### src/cache_cfg_pkg.sv
////////////////////
// Cache geometry constants
// Address split widths for tag, set and byte offset
////////////////////
package cache_cfg_pkg;

    // Byte address
    localparam int unsigned AddrWidth = 16;

    // One 64-bit word per line
    localparam int unsigned WordBytes = 8;
    localparam int unsigned OffsetWidth = 3;

    // Direct-mapped sets
    localparam int unsigned Sets = 16;
    localparam int unsigned SetWidth = 4;

    // Remaining upper address bits
    localparam int unsigned TagWidth = AddrWidth - SetWidth - OffsetWidth;

    // Core transaction id
    localparam int unsigned TidWidth = 4;

endpackage
### src/cache_req_pkg.sv
////////////////////
// Core request and response types
// Refill and directory entry types
////////////////////
package cache_req_pkg;

    typedef enum logic {
        OP_LOAD  = 1'b0,
        OP_STORE = 1'b1
    } op_e;

    typedef logic [63:0] word_t;

    typedef struct packed {
        op_e                                  op;
        logic [cache_cfg_pkg::AddrWidth-1:0]  addr;
        word_t                                wdata;
        logic [cache_cfg_pkg::WordBytes-1:0]  be;
        logic [cache_cfg_pkg::TidWidth-1:0]   tid;
    } core_req_t;

    typedef struct packed {
        word_t                                rdata;
        logic [cache_cfg_pkg::TidWidth-1:0]   tid;
        logic                                 hit;
    } core_rsp_t;

    // Line address split into tag and set, plus the line data
    typedef struct packed {
        logic [cache_cfg_pkg::TagWidth-1:0]   tag;
        logic [cache_cfg_pkg::SetWidth-1:0]   set;
        word_t                                data;
    } refill_t;

    typedef struct packed {
        logic                                 valid;
        logic [cache_cfg_pkg::TagWidth-1:0]   tag;
    } dir_entry_t;

endpackage

### src/array_if.sv
////////////////////
// Read and write port bundle of one set array
////////////////////
interface array_if #(
    parameter type entry_t = logic
) ();

    // Read port, data returns one cycle later
    logic                                rd_en;
    logic [cache_cfg_pkg::SetWidth-1:0]  rd_set;
    entry_t                              rdata;

    // Write port
    logic                                wr_en;
    logic [cache_cfg_pkg::SetWidth-1:0]  wr_set;
    entry_t                              wdata;

    modport lookup (output rd_en, output rd_set);

    modport update (input rdata, output wr_en, output wr_set, output wdata);

    modport array (
        input  rd_en, input rd_set, output rdata,
        input  wr_en, input wr_set, input wdata
    );

endinterface

### src/cache_ctrl_top.sv
////////////////////
// Cache controller top level
// Arbiter, directory and data arrays, resolver
////////////////////
module cache_ctrl_top #(
    parameter int unsigned MissCredits = 2
) (
    input  logic                                clk_i,
    input  logic                                rst_ni,

    input  logic                                core_req_valid_i,
    output logic                                core_req_ready_o,
    input  cache_req_pkg::op_e                  core_req_op_i,
    input  logic [cache_cfg_pkg::AddrWidth-1:0] core_req_addr_i,
    input  logic [63:0]                         core_req_wdata_i,
    input  logic [7:0]                          core_req_be_i,
    input  logic [cache_cfg_pkg::TidWidth-1:0]  core_req_tid_i,

    output logic                                core_rsp_valid_o,
    output logic [63:0]                         core_rsp_rdata_o,
    output logic [cache_cfg_pkg::TidWidth-1:0]  core_rsp_tid_o,
    output logic                                core_rsp_hit_o,

    input  logic                                refill_valid_i,
    output logic                                refill_ready_o,
    input  logic [cache_cfg_pkg::TagWidth+cache_cfg_pkg::SetWidth-1:0] refill_addr_i,
    input  logic [63:0]                         refill_data_i,

    output logic                                miss_req_valid_o,
    output logic [cache_cfg_pkg::TagWidth+cache_cfg_pkg::SetWidth-1:0] miss_req_addr_o,

    input  logic                                miss_credit_i
);

    cache_req_pkg::core_req_t  core_req;
    cache_req_pkg::core_rsp_t  core_rsp;
    cache_req_pkg::refill_t    refill;

    logic                      s0_valid;
    logic                      s0_is_refill;
    cache_req_pkg::core_req_t  s0_req;
    cache_req_pkg::refill_t    s0_refill;
    logic                      s1_miss;

    assign core_req = '{op: core_req_op_i, addr: core_req_addr_i, wdata: core_req_wdata_i,
                        be: core_req_be_i, tid: core_req_tid_i};
    assign refill   = '{tag: refill_addr_i[cache_cfg_pkg::SetWidth +: cache_cfg_pkg::TagWidth],
                        set: refill_addr_i[cache_cfg_pkg::SetWidth-1:0],
                        data: refill_data_i};

    assign core_rsp_rdata_o = core_rsp.rdata;
    assign core_rsp_tid_o   = core_rsp.tid;
    assign core_rsp_hit_o   = core_rsp.hit;

    array_if #(.entry_t(cache_req_pkg::dir_entry_t)) dir_bus ();
    array_if #(.entry_t(cache_req_pkg::word_t))      data_bus ();

    req_arbiter #(
        .MissCredits (MissCredits)
    ) arbiter (
        .clk_i, .rst_ni,
        .core_req_valid_i, .core_req_ready_o, .core_req_i (core_req),
        .refill_valid_i, .refill_ready_o, .refill_i (refill),
        .miss_credit_i, .s1_miss_i (s1_miss),
        .s0_valid_o (s0_valid), .s0_is_refill_o (s0_is_refill),
        .s0_req_o (s0_req), .s0_refill_o (s0_refill),
        .dir_o (dir_bus.lookup), .data_o (data_bus.lookup)
    );

    cache_set_array #(.entry_t(cache_req_pkg::dir_entry_t)) dir_array (
        .clk_i, .rst_ni, .arr_o (dir_bus.array)
    );

    cache_set_array #(.entry_t(cache_req_pkg::word_t)) data_array (
        .clk_i, .rst_ni, .arr_o (data_bus.array)
    );

    hit_resolve resolver (
        .clk_i, .rst_ni,
        .s0_valid_i (s0_valid), .s0_is_refill_i (s0_is_refill),
        .s0_req_i (s0_req), .s0_refill_i (s0_refill),
        .s1_miss_o (s1_miss),
        .dir_o (dir_bus.update), .data_o (data_bus.update),
        .core_rsp_valid_o, .core_rsp_o (core_rsp),
        .miss_req_valid_o, .miss_req_addr_o
    );

endmodule

### src/hit_resolve.sv
////////////////////
// Stage-1 tag compare and store merge
// Refill write, core response, miss request
////////////////////
module hit_resolve (
    input  logic                      clk_i,
    input  logic                      rst_ni,

    input  logic                      s0_valid_i,
    input  logic                      s0_is_refill_i,
    input  cache_req_pkg::core_req_t  s0_req_i,
    input  cache_req_pkg::refill_t    s0_refill_i,

    output logic                      s1_miss_o,

    array_if.update                   dir_o,
    array_if.update                   data_o,

    output logic                      core_rsp_valid_o,
    output cache_req_pkg::core_rsp_t  core_rsp_o,

    output logic                      miss_req_valid_o,
    output logic [cache_cfg_pkg::TagWidth+cache_cfg_pkg::SetWidth-1:0] miss_req_addr_o
);

    logic                                s1_core;
    logic                                s1_refill;
    logic                                s1_store;
    logic                                hit;
    logic [cache_cfg_pkg::TagWidth-1:0]  req_tag;
    logic [cache_cfg_pkg::SetWidth-1:0]  req_set;
    cache_req_pkg::word_t                merged;

    // The stage-0 register feeds this stage directly
    assign s1_core   = s0_valid_i & ~s0_is_refill_i;
    assign s1_refill = s0_valid_i & s0_is_refill_i;
    assign s1_store  = s0_req_i.op == cache_req_pkg::OP_STORE;

    assign req_tag = s0_req_i.addr[cache_cfg_pkg::AddrWidth-1 -: cache_cfg_pkg::TagWidth];
    assign req_set = s0_req_i.addr[cache_cfg_pkg::OffsetWidth +: cache_cfg_pkg::SetWidth];

    assign hit = dir_o.rdata.valid && (dir_o.rdata.tag == req_tag);

    // Byte-wise merge of store data into the stored word
    always_comb begin
        merged = data_o.rdata;
        for (int b = 0; b < int'(cache_cfg_pkg::WordBytes); b++) begin
            if (s0_req_i.be[b]) begin
                merged[8*b +: 8] = s0_req_i.wdata[8*b +: 8];
            end
        end
    end

    // Directory is written by refills only
    assign dir_o.wr_en       = s1_refill;
    assign dir_o.wr_set      = s0_refill_i.set;
    assign dir_o.wdata.valid = 1'b1;
    assign dir_o.wdata.tag   = s0_refill_i.tag;

    // Data written by refills and by store hits
    assign data_o.wr_en  = s1_refill | (s1_core & s1_store & hit);
    assign data_o.wr_set = s1_refill ? s0_refill_i.set : req_set;
    assign data_o.wdata  = s1_refill ? s0_refill_i.data : merged;

    assign core_rsp_valid_o = s1_core;
    assign core_rsp_o.rdata = data_o.rdata;
    assign core_rsp_o.tid   = s0_req_i.tid;
    assign core_rsp_o.hit   = hit;

    // A load or store miss goes out at once and the core retries later
    assign s1_miss_o        = s1_core & ~hit;
    assign miss_req_valid_o = s1_miss_o;
    assign miss_req_addr_o  = {req_tag, req_set};

    // Lookup issued at the refill's write edge sees the new entry
    a_refill_seen: assert property (
        @(posedge clk_i) disable iff (!rst_ni)
        (s1_core && $past(s1_refill) && (req_set == $past(s0_refill_i.set)))
            |-> (dir_o.rdata == $past(dir_o.wdata))
    ) else $error("lookup right after a refill missed the new directory entry");

endmodule

### src/req_arbiter.sv
////////////////////
// Stage-0 arbiter between core and refill
// Miss credit counter and array lookups
////////////////////
module req_arbiter #(
    parameter int unsigned MissCredits = 2
) (
    input  logic                      clk_i,
    input  logic                      rst_ni,

    input  logic                      core_req_valid_i,
    output logic                      core_req_ready_o,
    input  cache_req_pkg::core_req_t  core_req_i,

    input  logic                      refill_valid_i,
    output logic                      refill_ready_o,
    input  cache_req_pkg::refill_t    refill_i,

    input  logic                      miss_credit_i,
    input  logic                      s1_miss_i,

    output logic                      s0_valid_o,
    output logic                      s0_is_refill_o,
    output cache_req_pkg::core_req_t  s0_req_o,
    output cache_req_pkg::refill_t    s0_refill_o,

    array_if.lookup                   dir_o,
    array_if.lookup                   data_o
);

    localparam int unsigned CntWidth = $clog2(MissCredits + 1);

    logic                 init_q;
    logic                 last_refill_q;
    logic [CntWidth-1:0]  credit_q;

    logic s1_core;
    logic credit_ok;
    logic core_elig;
    logic core_gnt;
    logic refill_gnt;
    logic core_acc;
    logic refill_acc;

    // A core item in stage 1 may still miss, so keep one credit back for it
    assign s1_core   = s0_valid_o & ~s0_is_refill_o;
    assign credit_ok = int'(credit_q) > int'(s1_core);
    assign core_elig = core_req_valid_i & credit_ok;

    // Round robin where the source not served last time wins a tie
    always_comb begin
        core_gnt   = 1'b0;
        refill_gnt = 1'b0;
        if (core_elig && refill_valid_i) begin
            refill_gnt = ~last_refill_q;
            core_gnt   = last_refill_q;
        end else begin
            core_gnt   = core_elig;
            refill_gnt = refill_valid_i;
        end
    end

    assign core_req_ready_o = init_q & core_gnt;
    assign refill_ready_o   = init_q & refill_gnt;

    assign core_acc   = core_req_valid_i & core_req_ready_o;
    assign refill_acc = refill_valid_i & refill_ready_o;

    // Lookups only for core requests; refills just write
    assign dir_o.rd_en   = core_acc;
    assign dir_o.rd_set  = core_req_i.addr[cache_cfg_pkg::OffsetWidth +: cache_cfg_pkg::SetWidth];
    assign data_o.rd_en  = core_acc;
    assign data_o.rd_set = core_req_i.addr[cache_cfg_pkg::OffsetWidth +: cache_cfg_pkg::SetWidth];

    always_ff @(posedge clk_i or negedge rst_ni) begin
        if (!rst_ni) begin
            init_q         <= 1'b0;
            last_refill_q  <= 1'b0;
            s0_valid_o     <= 1'b0;
            s0_is_refill_o <= 1'b0;
        end else begin
            init_q         <= 1'b1;
            s0_valid_o     <= core_acc | refill_acc;
            s0_is_refill_o <= refill_acc;
            if (core_acc || refill_acc) begin
                last_refill_q <= refill_acc;
            end
        end
    end

    // Spent on each miss leaving stage 1, returned on each credit pulse
    always_ff @(posedge clk_i or negedge rst_ni) begin
        if (!rst_ni) begin
            credit_q <= CntWidth'(MissCredits);
        end else begin
            case ({s1_miss_i, miss_credit_i})
                2'b10:   credit_q <= credit_q - 1'b1;
                2'b01:   credit_q <= credit_q + 1'b1;
                default: credit_q <= credit_q;
            endcase
        end
    end

    always_ff @(posedge clk_i) begin
        if (core_acc) begin
            s0_req_o <= core_req_i;
        end
        if (refill_acc) begin
            s0_refill_o <= refill_i;
        end
    end

    a_credit_left: assert property (
        @(posedge clk_i) disable iff (!rst_ni)
        s1_miss_i |-> (credit_q != '0)
    ) else $error("miss request sent with no credit left");

    a_credit_bound: assert property (
        @(posedge clk_i) disable iff (!rst_ni)
        int'(credit_q) <= int'(MissCredits)
    ) else $error("miss credit counter above its limit");

endmodule

### src/cache_set_array.sv
////////////////////
// Set-indexed storage array
// One read port, one write port, write-first bypass
////////////////////
module cache_set_array #(
    parameter type entry_t = logic
) (
    input  logic     clk_i,
    input  logic     rst_ni,
    array_if.array   arr_o
);

    entry_t mem_q [cache_cfg_pkg::Sets];

    // All entries start cleared, so directory lines come up invalid
    always_ff @(posedge clk_i or negedge rst_ni) begin
        if (!rst_ni) begin
            for (int i = 0; i < int'(cache_cfg_pkg::Sets); i++) begin
                mem_q[i] <= '0;
            end
        end else if (arr_o.wr_en) begin
            mem_q[arr_o.wr_set] <= arr_o.wdata;
        end
    end

    // Registered read; a write to the same set at this edge wins
    always_ff @(posedge clk_i) begin
        if (arr_o.rd_en) begin
            if (arr_o.wr_en && (arr_o.wr_set == arr_o.rd_set)) begin
                arr_o.rdata <= arr_o.wdata;
            end else begin
                arr_o.rdata <= mem_q[arr_o.rd_set];
            end
        end
    end

    a_sets_in_range: assert property (
        @(posedge clk_i) disable iff (!rst_ni)
        (arr_o.rd_en |-> (int'(arr_o.rd_set) < int'(cache_cfg_pkg::Sets))) and
        (arr_o.wr_en |-> (int'(arr_o.wr_set) < int'(cache_cfg_pkg::Sets)))
    ) else $error("set array index out of range");

endmodule

### config.mk
export PLATFORM = sky130hd
export DESIGN_NAME = cache_ctrl_top
export DESIGN_NICKNAME = d
export VERILOG_FILES = /design/src/cache_cfg_pkg.sv /design/src/cache_req_pkg.sv /design/src/array_if.sv /design/src/cache_ctrl_top.sv /design/src/hit_resolve.sv /design/src/req_arbiter.sv /design/src/cache_set_array.sv
export SDC_FILE = /design/constraint.sdc
export NUM_CORES = 2
export LEC_CHECK = 0
export BUFFER_PORTS_ARGS = -buffer_cell sky130_fd_sc_hd__buf_2
export CORE_UTILIZATION = 49
export CTS_BUF_LIST = sky130_fd_sc_hd__clkbuf_16
export CTS_CLUSTER_SIZE = 14
export DETAILED_ROUTE_END_ITERATION = 10
export GPL_ROUTABILITY_DRIVEN = 0
export PLACE_DENSITY_LB_ADDON = 0.25
export RECOVER_POWER = 25
export SLEW_MARGIN = 15
export SYNTH_ARGS = -nofsm -noshare
export SYNTH_HDL_FRONTEND = slang
export SYNTH_SLANG_ARGS = --single-unit
### constraint.sdc
create_clock -name clk_i -period 11.9 [get_ports clk_i]
set_input_delay 0.595 -clock clk_i [delete_from_list [all_inputs] [get_ports clk_i]]
set_output_delay 0.595 -clock clk_i [all_outputs]
set_load 0.03 [all_outputs]
==> qor.tcl <==
set qor(crit_path_required_time_ps) 12410
set qor(setup_violations) 0
set qor(clock_latency_ps) 780
set qor(cap_viol_max_count) 4
set qor(post-layout-total-power_mw) 12.9
set qor(setup_total_negative_slack_ps) 0
set qor(layout_min_cycle_time_ps) 7080
set qor(floorplan.initialDensity) 0.494
set qor(critPathMaxFanout) 136
set qor(timing.final.max_slew_violations) 283
set qor(cts-buffers-inserted) 155
set qor(detail_route.first_pass.iterations) 5
set qor(globalRouteTotalUtil) 0.238
set qor(wire_length_of_the_first_global_routing_pass_mm) 235
set qor(min-delay-path-class) {in -> reg}
set qor(synth.yosys.seq_area_share) 0.589
set qor(fin_nets) 4273
set qor(die_h_um) 360
set qor(path_clk_slew_ps) 60
set qor(maximum_number_of_pins_on_one_net_before_global_route_repair) 164
set qor(synth-edff-count) 241
set qor(final_layout_size_suffix_gt1_frac) 0.468
set qor(peakVddDrop_v) 0.000159
set qor(worstSetupPathType) {in -> reg}
set qor(post_synthesis_cells) 3769
set qor(floorplan.rows) 131
set qor(io_pins) 261
set qor(timing.hold.worst.start) {refill_addr_i[8]}
set qor(tritoncts_clock_tree) {yes}
set qor(hold_viol) 0
set qor(yosys_register_bits) 1431
set qor(violations) {capacitance limit, slew limit}
set qor(synth.net_count) 3945
set qor(clockRootBuffer) {sky130_fd_sc_hd__clkbuf_16}
set qor(avgSynthCellArea_sq_um) 16.7
set qor(internal-power_mw) 9.61
set qor(fin_hold_ws_ps) 119
set qor(totalWireLength_mm) 151
set qor(crit_path_start_kind) {primary input}
set qor(power.density_nw_per_um2) 180
set qor(dp_hpwl_mm) 79.6
set qor(cts-root-to-sink-buffers) 3
set qor(maxClockFrequency_ghz) 0.141
set qor(sequential_power_share) 0.489
set qor(postLayoutCoreUtil) 0.564
set qor(grt_use_met3) 0.0405
set qor(grt_pass1_vias) 37000
set qor(fp.coreArea_sq_um) 127000
set qor(gr-usage-met2) 0.369
set qor(total_leakage_power_nw) 32.6
set qor(status) {finished with violations}
set qor(globalRouteMet1Util) 0.349
set qor(grt_setup_unrepaired) {no}
set qor(worst_clock_skew_ps) 24.4
set qor(routed_via_density) 5.91
set qor(post-route-drc-count) 0
set qor(busiest_layer) {met2}
set qor(timing_worst_slew_pin_value_ps) 5460
set qor(num_vias) 34800
set qor(port_buffers) 257
set qor(clkPwrFrac) 0.352
set qor(slew-limit-headroom) -2.64
set qor(grt_remaining_overflow) 0
set qor(comb_power_share) 0.159
set qor(critPathCaptureType) {flip-flop}
set qor(dr.first_iter.drc_count) 2218
set qor(swShare) 0.257
set qor(syn_area_sq_um) 62900
set qor(htree_levels) 4
set qor(nFillCells) 9933
set qor(postCtsSetupRepairBufs) 0
set qor(chip_width_um) 360
set qor(period_share) 0.595
set qor(critical_path.reg2reg.startpoint) {arbiter.s0_valid_o}
set qor(synth_cell_type_count) 48
set qor(antenna_found_initial) 3
set qor(synth-warning-count) 0
set qor(design.die.area_sq_um) 130000
set qor(cts_sinks) 1431
set qor(wl_per_cell_um) 25.6
set qor(worst_setup_path_startpoint) {core_req_addr_i[4]}
set qor(critPathArrivalTime_ps) 7590
set qor(synth_top_flop_cell) {sky130_fd_sc_hd__dfrtp_1}
set qor(drt.antenna.violating_nets) 0
set qor(area.growth.synth_to_final_pct) 14.2
set qor(p_switching_mw) 3.32
set qor(synth_async_sr_flop_share) 0.832
## cell usage in the layout (no fill, tap or decap), types with 15 or more instances in the layout
cell	netlist	final
sky130_fd_sc_hd__dfrtp_1	1189	1189
sky130_fd_sc_hd__mux2_2	1185	1185
sky130_fd_sc_hd__mux4_2	298	298
sky130_fd_sc_hd__edfxtp_1	241	241
sky130_fd_sc_hd__clkbuf_16	0	160
sky130_fd_sc_hd__dlygate4sd3_1	0	159
sky130_fd_sc_hd__buf_2	44	158
sky130_fd_sc_hd__clkbuf_1	95	98
sky130_fd_sc_hd__nand2_1	73	73
sky130_fd_sc_hd__a22o_1	72	72
sky130_fd_sc_hd__a221o_1	72	72
sky130_fd_sc_hd__buf_4	78	68
sky130_fd_sc_hd__mux2i_1	66	66
sky130_fd_sc_hd__mux2_1	56	56
sky130_fd_sc_hd__inv_1	7	53
sky130_fd_sc_hd__o21ai_1	65	47
sky130_fd_sc_hd__clkinv_1	0	35
sky130_fd_sc_hd__o21ai_2	0	18
sky130_fd_sc_hd__a211oi_4	10	16
sky130_fd_sc_hd__nor2_1	17	15
## per-layer routing
layer / part of all wire / vias up / wire (um)
met3: 0.048 / 217 / 7310
met2: 0.47 / 810 / 70100
met1: 0.47 / 18800 / 70200
met4: 0.020 / 0 / 3060
li1: - / 15000 / -
met5: 0 / - / 0
## worst paths after layout
kind	to	slack, ps	depth (start not counted)
worst max register to register	data_array.mem_q[777]	7370	7
worst min-delay path	arbiter.s0_refill_o[72]	120	1
max in group asynchronous	data_array.mem_q[483]	4940	5
min in group asynchronous	dir_array.mem_q[90]	2400	2
worst min register to register	dir_array.mem_q[79]	460	1
worst max-delay path	data_array.arr_o.rdata[58]	4820	7
## Yosys cell counts (all sizes together), types with 3 or more instances
library cell	count	area, sq um
xor2	13	114
and2	5	31.3
nor2b	3	18.8
o21ai	67	335
a21oi	7	35.0
nand2b	10	62.6
xnor2	5	43.8
a221o	72	721
or4	3	22.5
mux2i	66	661
nand2	74	280
clkbuf	95	357
nand3	4	20.0
a211oi	16	275
mux4	298	6710
edfxtp	241	7240
dfrtp	1189	29800
or2	11	68.8
buf	227	1200
inv	7	26.3
nor2	17	63.8
nor4	3	31.3
mux2	1241	14000
a22o	72	631
a31oi	4	25.0
## registers in the layout, indices dropped and copies added, names as in the netlist, 2 cells and up
name	count
data_array.mem_q	1024
dir_array.mem_q	160
arbiter.s0_req_o	90
arbiter.s0_refill_o	77
data_array.arr_o.rdata	64
dir_array.arr_o.rdata	10
arbiter.credit_q	2
## through the flow
| stage | cell area, sq um | instances | worst slack, ps |
|---|---|---|---|
| 3_5_place_dp | 65500 | 5443 | 7290 |
| 2_1_floorplan | 62900 | 3769 | 2300 |
| 3_3_place_gp | 65500 | 5443 | 7270 |
| 5_1_grt | 71800 | 5884 | 3710 |
| 6_report | 71800 | 5885 | 4820 |
| 4_1_cts | 71900 | 5884 | 7390 |
## kinds of logic (layout without fill, tap and decap cells)
kind of cell / Yosys count / after routing / synth area share
muxes: 1605 / 1605 / 0.340
DFF: 1431 / 1431 / 0.589
buffers and inverters: 329 / 782 / 0.0252
AOI/OAI and AO/OA: 243 / 243 / 0.0329
and+or+nand+nor: 141 / 141 / 0.0108
xor gates and xnor gates: 18 / 18 / 0.00251
adders and majority gates: 1 / 1 / 0.000199
other: 1 / 2 / 0.0000597
## repair_timing
item,4_1_cts,5_1_grt
hold endpoints to repair,249,0
resized for setup,0,0
hold buffers,159,0
## final cells by class
class | count | area, sq um | area share
flip-flops and latches | 1431 | 37000 | 0.516
multi-input cells | 2009 | 24400 | 0.340
clock buffers | 160 | 4000 | 0.0558
repair buffers | 493 | 3430 | 0.0478
well taps | 1662 | 2080 | 0.0290
clock inverters | 122 | 783 | 0.0109
inverters | 7 | 26.3 | 0.000366
diodes | 1 | 2.50 | 0.0000349
## power groups by stage
stage / Clock, mW / Combinational (mW) / Sequential (mW)
after global routing: 4.86 / 2.23 / 6.44
final: 4.55 / 2.05 / 6.32
after floorplan: 0 / 1.50 / 6.32
after CTS: 4.67 / 2.07 / 6.32
after detailed placement: 0 / 2.02 / 6.41
after global placement: 0 / 1.98 / 6.37
## worst max-delay path, stage by stage
cell                       delay [ps]
sky130_fd_sc_hd__clkbuf_1        3510
sky130_fd_sc_hd__buf_4           1220
sky130_fd_sc_hd__buf_12           670
sky130_fd_sc_hd__mux4_2           410
sky130_fd_sc_hd__a22o_1           240
sky130_fd_sc_hd__a221o_1          360
sky130_fd_sc_hd__mux2_2           340
Power figures use the tool's default switching activity.
